### src/verilog/mf2_pkg.sv
/*
  Shared definitions for the Multiface Two snapshot unit
  Store addresses follow the RAM layout of the Multiface Two
  Register offsets assume byte addressing on a 32-bit AXI4-Lite bus
*/

package mf2_pkg;

	// Unit mode as set over AXI
	typedef enum logic [1:0] {
		MODE_ENABLED  = 2'd0,
		MODE_HIDDEN   = 2'd1,
		MODE_DISABLED = 2'd2
	} mf2_mode_e;

	////////////////////////////////////////
	// Gate-array data byte

	typedef union packed {
		struct packed {
			logic [1:0] func;
			logic [5:0] payload;
		} cmd;
		struct packed {
			logic [1:0] func;
			logic       spare;
			logic       border;   // Selects border instead of a pen
			logic [3:0] pen;
		} pen;
	} ga_word_u;

	localparam logic [1:0] GA_FN_PEN  = 2'b00;
	localparam logic [1:0] GA_FN_INK  = 2'b01;
	localparam logic [1:0] GA_FN_MODE = 2'b10;
	localparam logic [1:0] GA_FN_BANK = 2'b11;

	////////////////////////////////////////
	// M1 fetch addresses and page port

	localparam logic [15:0] NMI_VECTOR     = 16'h0066;
	localparam logic [15:0] HIDE_VECTOR    = 16'h0065;
	localparam logic [13:0] PAGE_PORT_BASE = 14'h3FBA;   // FEE8 and FEEA

	////////////////////////////////////////
	// Shadow store addresses in the 8 KB RAM

	localparam logic [12:0] STORE_PEN_SEL   = 13'h1FCF;
	localparam logic [12:0] STORE_PEN_BASE  = 13'h1F90;   // 16 pen colours
	localparam logic [12:0] STORE_BORDER    = 13'h1FDF;
	localparam logic [12:0] STORE_MODE      = 13'h1FEF;
	localparam logic [12:0] STORE_BANK      = 13'h1FFF;
	localparam logic [12:0] STORE_CRTC_SEL  = 13'h1CFF;
	localparam logic [12:0] STORE_CRTC_BASE = 13'h1DB0;   // 16 CRTC registers
	localparam logic [12:0] STORE_PPI       = 13'h17FF;
	localparam logic [12:0] STORE_UROM      = 13'h1AAC;

	// AXI register offsets
	localparam logic [3:0] REG_CTRL   = 4'h0;
	localparam logic [3:0] REG_STATUS = 4'h4;

endpackage

### src/verilog/mf2_config_regs.sv
/*
  AXI4-Lite register block for the MF2 unit, one transaction at a time
  Only address bits 3:0 are decoded, so AXI_ADDR_W must be at least 4
  CTRL[1:0] holds the mode; the value 3 is not a mode and is ignored
  STATUS is read-only with bit 0 paged in, bit 1 hidden and bit 2 NMI pending
*/

`timescale 1ns/1ps

module mf2_config_regs import mf2_pkg::*; #(
	parameter int AXI_ADDR_W = 4
) (
	input  logic                  clk_sys,
	input  logic                  reset,

	input  logic [AXI_ADDR_W-1:0] s_axi_awaddr,
	input  logic                  s_axi_awvalid,
	output logic                  s_axi_awready,
	input  logic           [31:0] s_axi_wdata,
	input  logic            [3:0] s_axi_wstrb,
	input  logic                  s_axi_wvalid,
	output logic                  s_axi_wready,
	output logic            [1:0] s_axi_bresp,
	output logic                  s_axi_bvalid,
	input  logic                  s_axi_bready,
	input  logic [AXI_ADDR_W-1:0] s_axi_araddr,
	input  logic                  s_axi_arvalid,
	output logic                  s_axi_arready,
	output logic           [31:0] s_axi_rdata,
	output logic            [1:0] s_axi_rresp,
	output logic                  s_axi_rvalid,
	input  logic                  s_axi_rready,

	input  logic                  paged_in,
	input  logic                  hidden,
	input  logic                  nmi_pending,
	output mf2_mode_e             mode
);

	logic        bus_busy;   // Something accepted or awaiting its response
	logic        w_go;
	logic        r_go;
	logic [31:0] rd_word;

	assign bus_busy = s_axi_awready | s_axi_bvalid | s_axi_arready | s_axi_rvalid;

	// Writes win when both channels ask on the same cycle
	assign w_go = s_axi_awvalid & s_axi_wvalid & ~bus_busy;
	assign r_go = s_axi_arvalid & ~bus_busy & ~w_go;

	assign s_axi_bresp = 2'b00;   // Always OKAY
	assign s_axi_rresp = 2'b00;

	////////////////////////////////////////
	// Write channel

	always_ff @(posedge clk_sys) begin
		if (reset) begin
			s_axi_awready <= 1'b0;
			s_axi_wready  <= 1'b0;
			s_axi_bvalid  <= 1'b0;
			mode          <= MODE_ENABLED;
		end else begin
			s_axi_awready <= w_go;
			s_axi_wready  <= w_go;
			if (s_axi_awready) begin   // Handshake cycle
				s_axi_bvalid <= 1'b1;
				if (s_axi_awaddr[3:0] == REG_CTRL && s_axi_wstrb[0] &&
				    s_axi_wdata[1:0] != 2'b11) begin
					mode <= mf2_mode_e'(s_axi_wdata[1:0]);
				end
			end else if (s_axi_bready) begin
				s_axi_bvalid <= 1'b0;
			end
		end
	end

	////////////////////////////////////////
	// Read channel

	always_comb begin
		case (s_axi_araddr[3:0])
			REG_CTRL:   rd_word = {30'd0, mode};
			REG_STATUS: rd_word = {29'd0, nmi_pending, hidden, paged_in};
			default:    rd_word = 32'd0;   // Unknown offsets
		endcase
	end

	always_ff @(posedge clk_sys) begin
		if (reset) begin
			s_axi_arready <= 1'b0;
			s_axi_rvalid  <= 1'b0;
		end else begin
			s_axi_arready <= r_go;
			if (s_axi_arready)
				s_axi_rvalid <= 1'b1;
			else if (s_axi_rready)
				s_axi_rvalid <= 1'b0;
		end
	end

	// Data is taken on the address handshake and held with rvalid
	always_ff @(posedge clk_sys) begin
		if (s_axi_arready)
			s_axi_rdata <= rd_word;
	end

endmodule

### config.mk
export PLATFORM = sky130hd
export DESIGN_NAME = mf2_config_regs
export DESIGN_NICKNAME = d
export VERILOG_FILES = /design/src/verilog/mf2_pkg.sv /design/src/verilog/mf2_config_regs.sv
export SDC_FILE = /design/constraint.sdc
export NUM_CORES = 1
export LEC_CHECK = 0
export BUFFER_PORTS_ARGS = -buffer_cell sky130_fd_sc_hd__buf_2
export CAP_MARGIN = 20
export CELL_PAD_IN_SITES_DETAIL_PLACEMENT = 0
export CELL_PAD_IN_SITES_GLOBAL_PLACEMENT = 1
export CORE_MARGIN = 2
export CORE_UTILIZATION = 18
export CTS_CLUSTER_SIZE = 28
export DETAILED_ROUTE_END_ITERATION = 7
export PLACE_DENSITY_LB_ADDON = 0.1
export SLEW_MARGIN = 20
export SYNTH_ARGS = -nofsm -noshare
export SYNTH_HDL_FRONTEND = slang
export SYNTH_SLANG_ARGS = --single-unit
export TNS_END_PERCENT = 20
### constraint.sdc
create_clock -name clk_sys -period 2.45 [get_ports clk_sys]
set_input_delay 0.245 -clock clk_sys [delete_from_list [all_inputs] [get_ports clk_sys]]
set_output_delay 0.245 -clock clk_sys [all_outputs]
set_load 0.05 [all_outputs]
# ---- After elaboration in Yosys (flattened, before gate mapping)
# Cells that the tools add are included.
dict set report totals {
  reg_bits 38
  inputBits 54
  output_inout_bits 43
  word_cells 29
}
dict set report op_classes {
  eq_ne 2
  mux 5
  bitwise 9
  reduce_logical 7
}
# operator n
set op_table {}
lappend op_table {{4-bit logical NOT} 2}
lappend op_table {{3-bit case mux with 2 select lines} 1}
lappend op_table {{1-bit bitwise AND} 4}
lappend op_table {{4-bit by 3-bit == test with 1-bit output (second input constant)} 1}
lappend op_table {{1-bit 2-to-1 mux} 4}
lappend op_table {{2-bit nonzero test} 2}
lappend op_table {{1-bit OR} 3}
lappend op_table {{1-bit logical AND} 2}
lappend op_table {{2-bit inequality test (second input constant)} 1}
lappend op_table {{1-bit NOT} 2}
lappend op_table {{2-bit AND reduction} 1}

# ---- Longest topological paths before layout
dict set report depth {
  depth_word 7
  depth_mapped 3
  ltp_nobuf 3
}

# ---- Least setup slack after synthesis
# No wires, ideal clock.
dict set report synth_timing {
  kind {reg-to-reg}
  start {register s_axi_arready}
  end {register s_axi_arready}
  setup_ps 80
  arrival_time_ps 1250
  required_ps 2370
  slack_ps 1120
  stages_incl_launch_ff 3
  path_buffers 0
  period_less_slack_ps 1330
  cell_sequence {dfxtp_1 or4_4 nor3_1}
}
dict set report synth_via {
  elab_chain_cells 6
  word_cells_on_any_way 7
  cone_classes {bitwise: 7}
}
# element line
set synth_rtl {}
lappend synth_rtl {{start, declared} mf2_config_regs.sv:28} ;# output logic s_axi_arready,
lappend synth_rtl {{start signal, assigned} mf2_config_regs.sv:94} ;# s_axi_arready <= r_go;
lappend synth_rtl {{1-bit OR (*) (2 in a row)} mf2_config_regs.sv:45} ;# assign bus_busy = s_axi_awready | s_axi_bvalid | s_axi_arready | s_axi_rvalid;
lappend synth_rtl {{1-bit NOT (*)} {mf2_config_regs.sv:48, mf2_config_regs.sv:49}}
lappend synth_rtl {{1-bit bitwise AND} mf2_config_regs.sv:48} ;# assign w_go = s_axi_awvalid & s_axi_wvalid & ~bus_busy;
lappend synth_rtl {{1-bit NOT} mf2_config_regs.sv:49} ;# assign r_go = s_axi_arvalid & ~bus_busy & ~w_go;
lappend synth_rtl {{1-bit bitwise AND (*)} mf2_config_regs.sv:49}
# Every way passes the cells marked *; elsewhere a longest branch is shown, timed or not.
# A chain may end at the register's enable or synchronous reset.

# ---- Worst setup path after layout
dict set report layout_timing {
  start {register s_axi_arready}
  end {output port s_axi_arready}
}
# No word-level cell between the ends.

==> results.json <==
{
  "final_hold_viol_count": 0,
  "wl_per_cell_um": 7.92,
  "max_stage_delay_ns": 0.45,
  "multi_input_area_um2": 277,
  "cts_setup_buffers": 0,
  "path_buf_inv": 1,
  "slowest_stage": "dfxtp_1",
  "io_buffers": 30,
  "gp_congestion": 0.641,
  "route.antenna.remaining_nets": 0,
  "cts.repair.resized": 0,
  "gr-total-overflow": 0,
  "die_area_um2": 3990,
  "period_share_pct": 51.4,
  "htree_levels": 1,
  "grt_usage_pct": 5.87,
  "power_density_nw_per_um2": 616,
  "maxCapViolCount": 0,
  "cts_hold_buf": 0,
  "yosysSeqAreaShare_pct": 33.4,
  "drc": 0,
  "synthCells": 70,
  "layoutNonFillerInstCount": 148,
  "drive_gt1_share_pct": 33.3,
  "ys_ff_latch": 9,
  "diodes": 0,
  "dp_cells": 144,
  "dr.pass1.iters": 2,
  "ys.warnings.count": 0,
  "dp_hpwl_um": 1030,
  "mappedNetlistArea_um2": 629,
  "routed_wl_um": 1170,
  "worstPathRequired_ns": 2.20,
  "clk_pin_slew_ns": 0.06,
  "crit_type": "register to output pin",
  "num_rows": 21,
  "clock_sinks": 9,
  "fillCellCount": 395,
  "area_growth_pct": 15.7,
  "die_w_um": 63.1,
  "initial_core_util_pct": 18.9,
  "period_needed_ns": 1.26,
  "rsz0062_at_grt": "no",
  "startpoint_type": "register",
  "cts_max_path_buffers": 2,
  "grt_max_degree": 8,
  "antenna_found_initial": 0,
  "final_common_cell": "conb_1",
  "die-height_um": 63.1,
  "avgSynthCellArea_um2": 8.99,
  "grt_pass1_vias": 416,
  "cts_tree": "built",
  "endpoint_kind": "output pin",
  "arrival_ns": 1.01,
  "grt_pass1_wl_um": 1810,
  "vdd_drop_max_mv": 0.109,
  "synth_cell_types": 14,
  "regArea_um2": 210,
  "fin_worst_skew_ns": 0.00284,
  "cp_cell_sequence": "buf_2",
  "clock_latency_ns": 0.25,
  "clockRootBuffer": "clkbuf_4",
  "max_freq_mhz": 794,
  "fp.coreArea_um2": 3340,
  "finalSetupViolCount": 0,
  "first_iter_violations": 11,
  "fin_tns_setup_ns": 0,
  "cts_inserted_buffers": 3,
  "p_leak_nw": 0.384,
  "crit_fanout": 6,
  "path_delay_family": "flip-flops",
  "hp-class": "input pin to register",
  "slew_violations": 0,
  "layout_common_cells": "conb_1 (33), buf_2 (30), dfxtp_1 (6)",
  "final_nets": 157,
  "ios": 97,
  "vias": 447,
  "via_per_inst": 3.02,
  "status": "completed"
}
area by class of cell:
cell class	instances	share of cell area, %
flip-flops and latches	9	28.9
repair buffers	30	20.6
multi-input cells	57	38.0
well taps	46	7.90
inverters	2	1.03
clock buffers	4	3.61
stage by stage:
step                instance area, um2  power, mW  util [%]  setup slack [ns]  hold slack [ns]
finish                             728      0.449      21.8              1.19            0.206
global route                       728      0.472      21.8              1.13            0.227
CTS                                728      0.460      21.8              1.15            0.194
detailed placement                 702      0.339      21.0              1.26            0.462
global placement                   702      0.339      21.0              1.24            0.466
floorplan                          749      0.354         -              1.12            0.317
per-layer routing:
| layer | wire length [um] | track usage (%) |
|---|---|---|
| met5 | 0 | 0 |
| met4 | 0 | 1.67 |
| met3 | 207 | 3.93 |
| met2 | 491 | 9.31 |
| met1 | 473 | 6.34 |
cell families after synthesis:
kind of cell / after synthesis / synth area share, %
multiplexers: 4 / 6.36
flip-flops: 9 / 33.4
AND/OR/NAND/NOR: 18 / 16.3
AO/OA/AOI/OAI: 2 / 1.59
other: 1 / 0.596
buffers and inverters: 36 / 41.7
path summary, 6_finish.rpt:
kind / from / end / slack, ns / depth (start not counted)
hold / removal: s_axi_arvalid / s_axi_arready / 0.21 / 3
hold reg to reg: s_axi_rvalid / s_axi_arready / 0.47 / 1
setup reg to reg: s_axi_arready / s_axi_wready / 1.27 / 2
setup / recovery: s_axi_arready / s_axi_arready / 1.19 / 1
where the power goes:
group / switching [mW] / internal (mW)
Sequential: 0.00484 / 0.160
Combinational: 0.148 / 0.0230
Clock: 0.0504 / 0.0627
sequential cells by signal, summed over array words and instances (netlist names):
signal / flops
s_axi_rdata: 3
s_axi_arready: 1
s_axi_rvalid: 1
mode: 2
s_axi_wready: 1
s_axi_bvalid: 1
synthesized netlist by cell type:
| library cell | number | area share (%) |
|---|---|---|
| buf_4 | 34 | 41 |
| dfxtp_1 | 6 | 19 |
| mux2i_1 | 4 | 6.4 |
| nand2_1 | 4 | 2.4 |
| nand2b_1 | 4 | 4.0 |
| nor4_1 | 4 | 4.0 |
| edfxtp_1 | 3 | 14 |
| a21oi_1 | 2 | 1.6 |
| inv_1 | 2 | 1.2 |
| nor2_1 | 2 | 1.2 |
| nor3_1 | 2 | 1.6 |
| and4_1 | 1 | 1.4 |
| conb_1 | 1 | 0.60 |
| or4_4 | 1 | 1.8 |
(Power assumes the default switching activity.)
