`config.mk`:
```
export PLATFORM = sky130hd
export DESIGN_NAME = mf2_paging_ctrl_flat
export DESIGN_NICKNAME = d
export VERILOG_FILES = /design/src/verilog/mf2_pkg.sv /design/src/verilog/mf2_bus_if.sv /design/src/verilog/mf2_paging_ctrl.sv /design/src/flat_wrapper.sv
export SDC_FILE = /design/constraint.sdc
export NUM_CORES = 1
export LEC_CHECK = 0
export ABC_AREA = 1
export BUFFER_PORTS_ARGS = -buffer_cell sky130_fd_sc_hd__buf_4
export CAP_MARGIN = 20
export CELL_PAD_IN_SITES_DETAIL_PLACEMENT = 0
export CELL_PAD_IN_SITES_GLOBAL_PLACEMENT = 1
export CORE_MARGIN = 2
export CORE_UTILIZATION = 23
export DETAILED_ROUTE_END_ITERATION = 6
export GPL_TIMING_DRIVEN = 0
export PLACE_DENSITY_LB_ADDON = 0.1
export SYNTH_ARGS = -nofsm -noshare
export SYNTH_HDL_FRONTEND = slang
export SYNTH_SLANG_ARGS = --single-unit
```
`constraint.sdc`:
```
create_clock -name clk_sys -period 1.6 [get_ports clk_sys]
set_clock_uncertainty 0.05 [all_clocks]
set_input_delay 0.16 -clock clk_sys [delete_from_list [all_inputs] [get_ports clk_sys]]
set_output_delay 0.16 -clock clk_sys [all_outputs]
set_load 0.01 [all_outputs]
```
`src/verilog/mf2_pkg.sv`:
```
/*
  Shared definitions for the Multiface Two snapshot unit
  Store addresses follow the RAM layout of the Multiface Two
  Register offsets assume byte addressing on a 32-bit AXI4-Lite bus
*/

package mf2_pkg;

	// Unit mode as set over AXI
	typedef enum logic [1:0] {
		MODE_ENABLED  = 2'd0,
		MODE_HIDDEN   = 2'd1,
		MODE_DISABLED = 2'd2
	} mf2_mode_e;

	////////////////////////////////////////
	// Gate-array data byte

	typedef union packed {
		struct packed {
			logic [1:0] func;
			logic [5:0] payload;
		} cmd;
		struct packed {
			logic [1:0] func;
			logic       spare;
			logic       border;   // Selects border instead of a pen
			logic [3:0] pen;
		} pen;
	} ga_word_u;

	localparam logic [1:0] GA_FN_PEN  = 2'b00;
	localparam logic [1:0] GA_FN_INK  = 2'b01;
	localparam logic [1:0] GA_FN_MODE = 2'b10;
	localparam logic [1:0] GA_FN_BANK = 2'b11;

	////////////////////////////////////////
	// M1 fetch addresses and page port

	localparam logic [15:0] NMI_VECTOR     = 16'h0066;
	localparam logic [15:0] HIDE_VECTOR    = 16'h0065;
	localparam logic [13:0] PAGE_PORT_BASE = 14'h3FBA;   // FEE8 and FEEA

	////////////////////////////////////////
	// Shadow store addresses in the 8 KB RAM

	localparam logic [12:0] STORE_PEN_SEL   = 13'h1FCF;
	localparam logic [12:0] STORE_PEN_BASE  = 13'h1F90;   // 16 pen colours
	localparam logic [12:0] STORE_BORDER    = 13'h1FDF;
	localparam logic [12:0] STORE_MODE      = 13'h1FEF;
	localparam logic [12:0] STORE_BANK      = 13'h1FFF;
	localparam logic [12:0] STORE_CRTC_SEL  = 13'h1CFF;
	localparam logic [12:0] STORE_CRTC_BASE = 13'h1DB0;   // 16 CRTC registers
	localparam logic [12:0] STORE_PPI       = 13'h17FF;
	localparam logic [12:0] STORE_UROM      = 13'h1AAC;

	// AXI register offsets
	localparam logic [3:0] REG_CTRL   = 4'h0;
	localparam logic [3:0] REG_STATUS = 4'h4;

endpackage

```
`src/verilog/mf2_bus_if.sv`:
```
/*
  Z80-style CPU bus as seen by the MF2 unit
  io_wr_stb is a one-cycle pulse made from the rising edge of io_wr
*/

`timescale 1ns/1ps

interface mf2_bus_if;

	logic [15:0] cpu_addr;
	logic  [7:0] cpu_dout;    // CPU write data
	logic        m1;
	logic        io_wr;
	logic        mem_rd;
	logic        mem_wr;
	logic        io_wr_stb;   // Made by the paging block

	// Paging block owns the I/O write strobe
	modport ctrl (
		input  cpu_addr, cpu_dout, m1, io_wr, mem_rd, mem_wr,
		output io_wr_stb
	);

	// Shadow store only listens
	modport store (
		input cpu_addr, cpu_dout, m1, io_wr, mem_rd, mem_wr, io_wr_stb
	);

endinterface

```
`src/verilog/mf2_paging_ctrl.sv`:
```
/*
  NMI arming and page control of the MF2 unit
  Edges of m1, io_wr and the button act one clock after the input rises
  The hidden flag takes the mode only at reset; later it follows the CPU
*/

`timescale 1ns/1ps

module mf2_paging_ctrl import mf2_pkg::*; (
	input  logic      clk_sys,
	input  logic      reset,
	mf2_bus_if.ctrl   bus,
	input  logic      nmi_button,
	input  mf2_mode_e mode,
	output logic      nmi,
	output logic      paged_in,
	output logic      hidden,
	output logic      ram_en,
	output logic      rom_en
);

	logic btn_q;
	logic m1_q;
	logic io_wr_q;
	logic btn_edge;
	logic m1_edge;

	////////////////////////////////////////
	// Edge detect with registered pulses

	always_ff @(posedge clk_sys) begin
		if (reset) begin
			btn_q         <= 1'b0;
			m1_q          <= 1'b0;
			io_wr_q       <= 1'b0;
			btn_edge      <= 1'b0;
			m1_edge       <= 1'b0;
			bus.io_wr_stb <= 1'b0;
		end else begin
			btn_q         <= nmi_button;
			m1_q          <= bus.m1;
			io_wr_q       <= bus.io_wr;
			btn_edge      <= nmi_button & ~btn_q;
			m1_edge       <= bus.m1 & ~m1_q;
			bus.io_wr_stb <= bus.io_wr & ~io_wr_q;
		end
	end

	////////////////////////////////////////
	// Paging state

	always_ff @(posedge clk_sys) begin
		if (reset) begin
			nmi      <= 1'b0;
			paged_in <= 1'b0;
			hidden   <= (mode != MODE_ENABLED);
		end else begin
			if (btn_edge && !paged_in && mode != MODE_DISABLED)
				nmi <= 1'b1;

			// NMI handler fetch pages the unit in
			if (m1_edge && nmi && bus.cpu_addr == NMI_VECTOR) begin
				paged_in <= 1'b1;
				hidden   <= 1'b0;
				nmi      <= 1'b0;
			end
			if (m1_edge && paged_in && bus.cpu_addr == HIDE_VECTOR)
				hidden <= 1'b1;

			// FEEA pages out, FEE8 pages in unless hidden
			if (bus.io_wr_stb && bus.cpu_addr[15:2] == PAGE_PORT_BASE)
				paged_in <= ~bus.cpu_addr[1] & ~hidden;
		end
	end

	assign rom_en = paged_in & (bus.cpu_addr[15:13] == 3'b000);   // 0000-1FFF
	assign ram_en = paged_in & (bus.cpu_addr[15:13] == 3'b001);   // 2000-3FFF

endmodule

```
`src/flat_wrapper.sv`:
```
// flat-port wrapper written by rule: the top's interface ports become plain ports
module mf2_paging_ctrl_flat import mf2_pkg::*;
  (clk_sys, reset, nmi_button, mode, nmi, paged_in, hidden, ram_en, rom_en, bus_cpu_addr, bus_cpu_dout, bus_m1, bus_io_wr, bus_mem_rd, bus_mem_wr, bus_io_wr_stb);
  mf2_bus_if bus_i ();
  input  logic clk_sys;
  input  logic reset;
  input  logic nmi_button;
  input  mf2_mode_e mode;
  output logic nmi;
  output logic paged_in;
  output logic hidden;
  output logic ram_en;
  output logic rom_en;
  input wire logic [$bits(bus_i.cpu_addr)-1:0] bus_cpu_addr;
  input wire logic [$bits(bus_i.cpu_dout)-1:0] bus_cpu_dout;
  input wire logic [$bits(bus_i.m1)-1:0] bus_m1;
  input wire logic [$bits(bus_i.io_wr)-1:0] bus_io_wr;
  input wire logic [$bits(bus_i.mem_rd)-1:0] bus_mem_rd;
  input wire logic [$bits(bus_i.mem_wr)-1:0] bus_mem_wr;
  output wire logic [$bits(bus_i.io_wr_stb)-1:0] bus_io_wr_stb;
  assign bus_i.cpu_addr = bus_cpu_addr;
  assign bus_i.cpu_dout = bus_cpu_dout;
  assign bus_i.m1 = bus_m1;
  assign bus_i.io_wr = bus_io_wr;
  assign bus_i.mem_rd = bus_mem_rd;
  assign bus_i.mem_wr = bus_mem_wr;
  assign bus_io_wr_stb = bus_i.io_wr_stb;
  mf2_paging_ctrl u_core (.clk_sys(clk_sys), .reset(reset), .bus(bus_i), .nmi_button(nmi_button), .mode(mode), .nmi(nmi), .paged_in(paged_in), .hidden(hidden), .ram_en(ram_en), .rom_en(rom_en));
endmodule
```
# Word level (Yosys, flattened, before mapping)
# Cells that the tools add are included.
[word_totals]
reg_bits = 9
latchBits = 0
ram_bits = 0
rom_bits = 0
inputBits = 33
word_cells = 43
memories = 0
[classes]
addsub = 0
n_mul = 0
n_div = 0
order_cmp = 0
eq_ne = 5
shifts = 0
mux = 5
n_bitwise = 11
n_reduce_logical = 13
[ops]
columns = ["op", "n"]
rows = [
  ["== test 16 x 7 -> 1 bit (second input constant)", 2],
  ["== test 14 bit (second input constant)", 1],
  ["logical AND 1 bit", 7],
  ["bitwise AND 1 bit", 6],
  ["2-to-1 mux 1 bit", 5],
  ["inverter 1 bit", 5],
  ["nonzero test 2 bit", 2],
  ["== test 3 x 1 -> 1 bit (second input constant)", 1],
  ["zero test 3 bit", 1],
  ["nonzero test 3 bit", 1],
  ["inequality test 2 bit (second input constant)", 1],
  ["OR reduction 2 bit", 1],
  ["zero test 1 bit", 1],
]

# Depth between registers and ports, before layout
# Gate-level depths: netlist of the first run.
[logic_depth]
depth_word = 5
depth_mapped = 8

# Least setup slack after synthesis of the first run
# OpenSTA, ideal clock, no wires.
[synth_timing]
path_type = "reg-to-reg"
startpoint = "register u_core.nmi"
endpoint = "register u_core.hidden (enable)"
setup_ns = 0.292
arrival_ns = 0.825
t_required_ns = 1.258
slack_ns = 0.433
path_stages_with_launch = 7
path_buffers = 0
synth_period_minus_slack_ns = 1.167
cell_sequence = "dfxtp_1 -> nand3_1 -> nor2_1 -> nand2_1 -> nor2_4 -> nor2_1 -> nand2_1"
[synth_between]
elab_chain_len = 3
[synth_rtl]
columns = ["element", "line_no", "text"]
rows = [
  ["start, declared", "mf2_paging_ctrl.sv:15", "output logic nmi,"],
  ["start signal, assigned", "mf2_paging_ctrl.sv:54", "nmi <= 1'b0;"],
  ["start signal, assigned", "mf2_paging_ctrl.sv:59", "nmi <= 1'b1;"],
  ["start signal, assigned", "mf2_paging_ctrl.sv:65", "nmi <= 1'b0;"],
  ["logical AND 1 bit (2 in series)", "mf2_paging_ctrl.sv:62", "if (m1_edge && nmi && bus.cpu_addr == NMI_VECTOR) begin"],
  ["nonzero test 3 bit (no source line)", "--", ""],
  ["end signal, assigned", "mf2_paging_ctrl.sv:56", "hidden <= (mode != MODE_ENABLED);"],
  ["end, declared", "mf2_paging_ctrl.sv:17", "output logic hidden,"],
]
# Every way passes these cells.
# A chain may end at the register's enable or synchronous reset.

# Worst setup path in the final report of the first run
[layout_timing]
startpoint = "register u_core.paged_in"
endpoint = "output ram_en"
[layout_between]
elab_chain_len = 1
[layout_rtl]
columns = ["element", "line_no", "text"]
rows = [
  ["start, declared", "mf2_paging_ctrl.sv:16", "output logic paged_in,"],
  ["start signal, assigned", "mf2_paging_ctrl.sv:72", "paged_in <= ~bus.cpu_addr[1] & ~hidden;"],
  ["bitwise AND 1 bit", "mf2_paging_ctrl.sv:77", "assign ram_en = paged_in & (bus.cpu_addr[15:13] == 3'b001);"],
  ["end, declared", "flat_wrapper.sv:12", "output logic ram_en;"],
]
# Every way passes these cells.

==> results.sh, run 1 <==
export IMPL_powerDensity_mw_per_mm2=661
export IMPL_cp_start_kind="flop"
export IMPL_antenna_cells=0
export IMPL_vias=557
export IMPL_postRouteWirelength_um=1200
export IMPL_rsz0062_at_grt="false"
export IMPL_finalCriticalPeriod_ns=1.33
export IMPL_routed_via_density=3.95
export IMPL_io_pins=39
export IMPL_r2r_cells=5
export IMPL_cp_num_buf_inv=2
export IMPL_yosys_warnings=0
export IMPL_hold_class="in -> reg"
export IMPL_cts_hold_buf=0
export IMPL_slew_viol_final=0
export IMPL_grt_max_degree=10
export IMPL_drt_pass1_iter_count=2
export IMPL_min_to="u_core.btn_q$_SDFF_PP0_"
export IMPL_final_cell_mix="buf_4, nor2_1, nand2_1"
export IMPL_clock_root_buffer="clkbuf_4"
export IMPL_antenna_found_initial=0
export IMPL_clock_fmax_ghz=0.750
export IMPL_status="finished, final reports clean"
export IMPL_worstPathMaxFanout=4
export IMPL_final_common_cell="buf_4"
export IMPL_wl_per_cell_um=8.48
export IMPL_crit_type="reg -> out"
export IMPL_nNetsFinal=147
export IMPL_setup_viol=0
export IMPL_setup_worst_path_end_class="primary output"
export IMPL_synth_cells=82
export IMPL_dieHeight_um=51.1
export IMPL_cp_arrival_ns=1.12
export IMPL_clockBufferDepth=2
export IMPL_synthesis_area_um2=510
export IMPL_required_ns=1.39
export IMPL_slowest_delay_ns=0.36
export IMPL_holdWs_ns=0.0677
export IMPL_ff2ff_setup_slack_ns=0.39
export IMPL_grt_pass1_wl_um=2000
export IMPL_ys_seq_elements=9
export IMPL_dp_hpwl_um=1010
export IMPL_initial_core_util_pct=23.8
export IMPL_drtAntennaViolNets=0
export IMPL_post_route_util_pct=36.1
export IMPL_r2r_end="u_core.hidden$_DFFE_PP_"
export IMPL_cts_clk_slew_worst_paths_ns=0.06
export IMPL_avgSynthCellArea_um2=6.23
export IMPL_fp_row_count=17
export IMPL_cts_buffers_inserted=3
export IMPL_cts_setup_buffers=0
export IMPL_fp_dieW_um=51.1
export IMPL_r2r_start="u_core.m1_edge$_SDFF_PP0_"
export IMPL_cp_cell_sequence="inv_1 > nor4_1 > buf_4"
export IMPL_max_slew_worst_pin_slew_ns=0.243
export IMPL_area_growth_pct=51.7
export IMPL_hp_start="nmi_button"
export IMPL_crit_family="flip-flops"
export IMPL_cts_tree="built"
export IMPL_tns_ns=0
export IMPL_io_buffer_count=27
export IMPL_period_share_pct=83.4
export IMPL_core_mm2=0.00215
export IMPL_hold_depth=3
export IMPL_drtIter0Drc=8
export IMPL_dieArea_mm2=0.00261
export IMPL_drive_above_1_share_pct=31.9
export IMPL_vdd_ir_drop_worst_mv=0.339
export IMPL_maxCapViolCount=0
export IMPL_seq_area_frac_synth_pct=37.3
export IMPL_cts_sinks=9
export IMPL_hold_violations=0
export IMPL_htree_levels=1
export IMPL_cp_slowest_cell="dfxtp_1"
export IMPL_place_congestion=0.723
export IMPL_grt_overflow_total=0
export IMPL_grtUsageTotal_pct=10.1
export IMPL_synthDistinctLibCells=18
export IMPL_synth_nets=115
export IMPL_grt_pass1_vias=523
export IMPL_p_leak_nw=0.397
export IMPL_route_detailed_drc=0
export IMPL_insertion_delay_ns=0.25
export IMPL_ctsResizeCount=0
export IMPL_relSlewSlack_pct=83.6
[registers in the layout, summed over array words and instances, names as in the netlist]
name and count:
u_core.m1_edge 1, u_core.io_wr_q 1, u_core.bus.io_wr_stb 1, u_core.nmi 1, u_core.paged_in 1, u_core.hidden 1
u_core.btn_edge 1, u_core.m1_q 1, u_core.btn_q 1
[synth_stat cells]
cell       n  area (um^2)
nand2_2    1         6.26
nand2_1   17         63.8
buf_2      1         5.00
or2_1      1         6.26
nand3_1    4         20.0
nor2_4     1         11.3
dfxtp_1    8          160
or2_2      1         6.26
a31oi_1    1         6.26
nor3_1     6         30.0
nor2_2     2         12.5
inv_1     16         60.1
nor2_1    18         67.6
a21oi_1    1         5.00
nor3b_1    1         7.51
nand4_1    1         6.26
nor4_1     1         6.26
edfxtp_1   1         30.0
[power by group]
part | switching (mW) | total [mW] | internal, mW
logic | 0.0409 | 0.0956 | 0.0547
clock network | 0.0754 | 0.171 | 0.0959
registers | 0.00496 | 0.245 | 0.240
total | 0.121 | 0.512 | 0.391
[worst register-to-register path: stages (launching register included)]
cell	delay (ns)
dfxtp_1	0.33
nor3b_1	0.23
nand2_2	0.10
nor2_4	0.10
nor2_1	0.05
nand2_1	0.06
[logic make-up (layout without fill, tap and decap cells)]
logic type,after synthesis,count (layout),synth area share [%]
simple gates,54,54,47.8
buf+inv,17,48,12.7
flops,9,9,37.3
compound gates,2,2,2.21
[metal layers]
layer	part of all wire [%]	up-vias	track usage, %
li1	-	310	-
met1	43	231	10.8
met2	51	14	18.8
met3	5.4	2	0.877
met4	1.1	0	6.76
met5	0	-	0
[worst max-delay path by stage]
stage / from / end / slack (ns) / cells after the start
6_report: u_core.paged_in$_SDFFE_PP0P_ / ram_en / 0.27 / 3
5_1_grt: u_core.paged_in$_SDFFE_PP0P_ / ram_en / 0.18 / 3
4_1_cts: u_core.paged_in$_SDFFE_PP0P_ / ram_en / 0.22 / 3
3_5_place_dp: bus_cpu_addr[13] / u_core.hidden$_DFFE_PP_ / 0.32 / 7
3_3_place_gp: bus_cpu_addr[13] / u_core.hidden$_DFFE_PP_ / 0.32 / 7
2_1_floorplan: u_core.nmi$_SDFFE_PP0P_ / u_core.hidden$_DFFE_PP_ / 0.43 / 6
[area by class of cell]
| class | instances | area [um^2] |
|---|---|---|
| clock buffers | 4 | 26.3 |
| well taps | 28 | 35.0 |
| flip-flops and latches | 9 | 190 |
| plain buffers | 1 | 5.00 |
| fillers | 242 | 1370 |
| inverters | 16 | 60.1 |
| repair buffers | 27 | 203 |
| multi-input cells | 56 | 255 |
[metrics by stage]
stage	setup slack (ns)	std cells	total power [mW]	cell area (um^2)
after floorplan	0.433	82	0.286	510
after global placement	0.319	137	0.345	748
after detailed placement	0.317	137	0.347	748
after CTS	0.225	141	0.522	774
after global routing	0.183	141	0.549	774
final	0.266	141	0.512	774
Power figures use the tool's default switching activity.
==> run 2: changes to the inputs <==
clock period = 1.3 ns   (was 1.6 ns; I/O delays follow)
==> results.sh, run 2 (synthesis results as in run 1) <==
export IMPL_status="finished, final reports clean"
export IMPL_drive_above_1_share_pct=35.4
export IMPL_stdcell_count=141
export IMPL_ff2ff_setup_slack_ns=0.14
export IMPL_post_place_ws_ns=0.0466
export IMPL_antenna_cells=0
export IMPL_cts_buffers_inserted=3
export IMPL_area_growth_pct=54.4
export IMPL_setup_worst_path_end_class="primary output"
export IMPL_hold_violations=0
export IMPL_grt_pass1_wl_um=2000
export IMPL_antenna_found_initial=0
export IMPL_nNetsFinal=147
export IMPL_final_cell_mix="buf_4, nor2_1, nand2_1"
export IMPL_htree_levels=1
export IMPL_post_route_util_pct=36.7
export IMPL_clock_root_buffer="clkbuf_4"
export IMPL_fp_dieW_um=51.1
export IMPL_required_ns=1.12
export IMPL_grt_max_degree=10
export IMPL_setup_slack_ns=0.0624
export IMPL_drtAntennaViolNets=0
export IMPL_finalCriticalPeriod_ns=1.24
export IMPL_cts_hold_buf=0
export IMPL_io_buffer_count=27
export IMPL_switchingPower_mw=0.151
export IMPL_period_share_pct=95.2
export IMPL_power_frac_comb_pct=18.9
export IMPL_postRouteWirelength_um=1200
export IMPL_rsz0062_at_grt="false"
export IMPL_dieHeight_um=51.1
export IMPL_grt_overflow_total=0
export IMPL_initial_core_util_pct=23.8
export IMPL_p_int_mw=0.482
export IMPL_powerDensity_mw_per_mm2=803
export IMPL_route_detailed_drc=0
export IMPL_clock_power_share_pct=33.3
export IMPL_cts_clk_slew_worst_paths_ns=0.06
export IMPL_cp_arrival_ns=1.06
export IMPL_cts_tree="built"
export IMPL_p_sw_share_pct=23.8
export IMPL_fp_row_count=17
export IMPL_routed_via_density=3.99
export IMPL_place_area_um2=748
export IMPL_dp_hpwl_um=1010
export IMPL_crit_type="reg -> out"
export IMPL_p_leak_nw=0.399
export IMPL_dieArea_mm2=0.00261
export IMPL_drt_pass1_iter_count=2
export IMPL_hold_class="in -> reg"
export IMPL_vias=563
export IMPL_io_pins=39
export IMPL_slew_viol_final=0
export IMPL_core_mm2=0.00215
export IMPL_power_frac_seq_pct=47.8
export IMPL_cp_start_kind="flop"
export IMPL_grtUsageTotal_pct=10.1
export IMPL_vdd_ir_drop_worst_mv=0.417
export IMPL_final_common_cell="buf_4"
export IMPL_cts_setup_buffers=0
export IMPL_grt_pass1_vias=528
export IMPL_drtIter0Drc=9
export IMPL_wl_per_cell_um=8.52
export IMPL_max_slew_worst_pin_slew_ns=0.204
export IMPL_cts_sinks=9
export IMPL_design_area_um2=788
export IMPL_tns_ns=0
export IMPL_worstPathMaxFanout=4
export IMPL_setup_viol=0
export IMPL_fillCellCount=243
export IMPL_clock_fmax_ghz=0.808
export IMPL_insertion_delay_ns=0.25
export IMPL_maxCapViolCount=0
export IMPL_place_congestion=0.723
export IMPL_dpl_cell_count=137
export IMPL_relSlewSlack_pct=86.3
export IMPL_clockBufferDepth=2
## run 2: metrics by stage
step                hold slack, ns  total power [mW]
floorplan                    0.205             0.352
global placement             0.295             0.425
detailed placement           0.305             0.427
CTS                         0.0348             0.644
global route                0.0455             0.678
finish                      0.0377             0.633
## run 2: area by class of cell
type | instances | area [um^2] | area share, %
Multi-Input combinational cell | 56 | 267 | 33.8
Timing Repair Buffer | 27 | 203 | 25.7
Sequential cell | 9 | 193 | 24.4
Inverter | 16 | 60.1 | 7.62
Tap cell | 28 | 35.0 | 4.44
Clock buffer | 4 | 26.3 | 3.33
Buffer | 1 | 5.00 | 0.635
## run 2: final timing paths
path | startpoint | depth (start not counted) | end
max reg2reg | u_core.nmi$_SDFFE_PP0P_ | 6 | u_core.hidden$_DFFE_PP_
min reg2reg | u_core.btn_q$_SDFF_PP0_ | 1 | u_core.btn_edge$_SDFF_PP0_
min | nmi_button | 3 | u_core.btn_q$_SDFF_PP0_
max | u_core.paged_in$_SDFFE_PP0P_ | 3 | ram_en
## run 2: timing repair
action,4_1_cts,5_1_grt
pin swaps,0,0
resized for setup,2,2
endpoints found under the setup margin,1,1
## run 2: worst max-delay path, stage by stage, from the launching register on
cell and delay [ns]:
dfxtp_2 0.34, inv_1 0.08, nor4_2 0.22, buf_4 0.16
## run 2: metal layers
layer,GRT usage [%],vias to the layer above,part of all wire [%]
met3,0.877,2,5.4
met4,6.76,0,1.1
met1,10.6,237,42
li1,-,310,-
met5,0,-,0
met2,19.0,14,51
## run 2: power groups by stage
stage	clock [mW]	combinational, mW	sequential (mW)
after floorplan	0	0.0425	0.310
after global placement	0	0.117	0.308
after detailed placement	0	0.119	0.308
after CTS	0.222	0.120	0.302
after global routing	0.239	0.135	0.305
final	0.211	0.120	0.302
==> run 3: changes to the inputs <==
REMOVE_ABC_BUFFERS = 1   (was default)
==> results.sh, run 3 (synthesis results as in run 1) <==
export IMPL_final_common_cell="buf_4"
export IMPL_powerDensity_mw_per_mm2=793
export IMPL_vias=560
export IMPL_gr_usage_met3_pct=1.75
export IMPL_cp_slowest_cell="dfxtp_2"
export IMPL_clock_root_buffer="clkbuf_4"
export IMPL_cts_sinks=9
export IMPL_io_buffer_count=28
export IMPL_htree_levels=1
export IMPL_grtUsageTotal_pct=9.47
export IMPL_grt_pass1_wl_um=1810
export IMPL_crit_family="flip-flops"
export IMPL_clock_fmax_ghz=0.826
export IMPL_nNetsFinal=147
export IMPL_period_share_pct=93.2
export IMPL_min_to="u_core.btn_q$_SDFF_PP0_"
export IMPL_antenna_cells=0
export IMPL_drtIter0Drc=4
export IMPL_crit_type="reg -> out"
export IMPL_r2r_cells=6
export IMPL_finalCriticalPeriod_ns=1.21
export IMPL_tns_ns=0
export IMPL_cp_cell_sequence="inv_1 > nor3_1 > buf_4"
export IMPL_postRouteWirelength_um=1170
export IMPL_startpoint="u_core.paged_in$_SDFFE_PP0P_"
export IMPL_slowest_delay_ns=0.34
export IMPL_max_slew_worst_pin_slew_ns=0.203
export IMPL_clockBufferDepth=2
export IMPL_routed_via_density=3.97
export IMPL_antenna_found_initial=0
export IMPL_insertion_delay_ns=0.25
export IMPL_cp_arrival_ns=1.03
export IMPL_drive_above_1_share_pct=34.5
export IMPL_cts_setup_buffers=0
export IMPL_hold_class="in -> reg"
export IMPL_maxCapViolCount=0
export IMPL_cp_num_buf_inv=2
export IMPL_fp_dieW_um=51.1
export IMPL_grt_overflow_total=0
export IMPL_fillCellCount=238
export IMPL_grt_pass1_vias=499
export IMPL_cp_start_kind="flop"
export IMPL_worstPathMaxFanout=4
export IMPL_grt_max_degree=10
export IMPL_top_usage_layer="met2"
export IMPL_cts_tree="built"
export IMPL_slew_viol_final=0
export IMPL_route_detailed_drc=0
export IMPL_status="finished, final reports clean"
export IMPL_required_ns=1.12
export IMPL_dieHeight_um=51.1
export IMPL_vdd_ir_drop_worst_mv=0.465
export IMPL_drt_pass1_iter_count=4
export IMPL_ff2ff_setup_slack_ns=0.10
export IMPL_place_congestion=0.701
export IMPL_initial_core_util_pct=23.8
export IMPL_area_growth_pct=54.7
export IMPL_dp_hpwl_um=991
export IMPL_post_route_util_pct=36.8
export IMPL_hold_violations=0
export IMPL_drtAntennaViolNets=0
export IMPL_relSlewSlack_pct=86.3
export IMPL_r2r_start="u_core.nmi$_SDFFE_PP0P_"
export IMPL_r2r_end="u_core.hidden$_DFFE_PP_"
export IMPL_io_pins=39
export IMPL_rsz0062_at_grt="false"
export IMPL_met2_usage_pct=16.5
export IMPL_wl_per_cell_um=8.32
export IMPL_setup_worst_path_end_class="primary output"
export IMPL_hp_start="nmi_button"
export IMPL_setup_viol=0
export IMPL_cts_hold_buf=0
export IMPL_dieArea_mm2=0.00261
export IMPL_core_mm2=0.00215
export IMPL_final_cell_mix="buf_4, nor2_1, nand2_1"
export IMPL_grt_met1_usage_pct=9.68
export IMPL_cts_clk_slew_worst_paths_ns=0.06
export IMPL_fp_row_count=17
export IMPL_hold_depth=3
export IMPL_p_leak_nw=0.400
export IMPL_cts_buffers_inserted=3
## run 3: cell counts in the layout (fill, tap and decap cells not counted)
Identical to the previous run, type by type.
## run 3: worst register-to-register path: stages (launching register included)
cell and delay [ns]:
dfxtp_1 0.36, nand3_1 0.08, nor2_1 0.09, nand2_1 0.09
nor2_4 0.14, nor2_1 0.05, nand2_1 0.05
## run 3: metal layers
metal,up-vias,share of wire [%]
li1,314,-
met2,15,51
met1,229,42
met3,2,6.7
met4,0,0.77
met5,-,0
## run 3: per-stage QoR
stage	hold slack [ns]	power [mW]	instance area (um^2)	worst slack (ns)	std cells
2_1_floorplan	0.152	0.349	505	0.138	81
3_3_place_gp	0.295	0.426	751	0.0529	137
3_5_place_dp	0.301	0.427	751	0.0534	137
4_1_cts	0.0317	0.641	785	0.0345	141
5_1_grt	0.0369	0.681	790	0.00878	141
6_report	0.0390	0.626	790	0.0889	141
## run 3: final cells by class
cell class	instances	area [um^2]	area share (%)
inverters	16	60.1	7.61
repair buffers	28	210	26.6
flip-flops and latches	9	191	24.2
multi-input cells	56	267	33.8
well taps	28	35.0	4.44
clock buffers	4	26.3	3.33
## run 3: power breakdown
| group | internal, mW | switching [mW] |
|---|---|---|
| Combinational | 0.0687 | 0.0508 |
| Sequential | 0.296 | 0.00612 |
| Clock | 0.118 | 0.0868 |
## run 3: how the worst max path moves through the flow
| stage | to | cells past startpoint |
|---|---|---|
| after floorplan | u_core.hidden$_DFFE_PP_ | 6 |
| after global placement | u_core.hidden$_DFFE_PP_ | 7 |
| after detailed placement | u_core.hidden$_DFFE_PP_ | 7 |
| after CTS | ram_en | 3 |
| after global routing | rom_en | 3 |
| final | rom_en | 3 |
## run 3: timing repair
item / 4_1_cts / 5_1_grt
pin swaps: 0 / 1
gates resized for setup: 2 / 1
setup endpoints to repair: 1 / 2
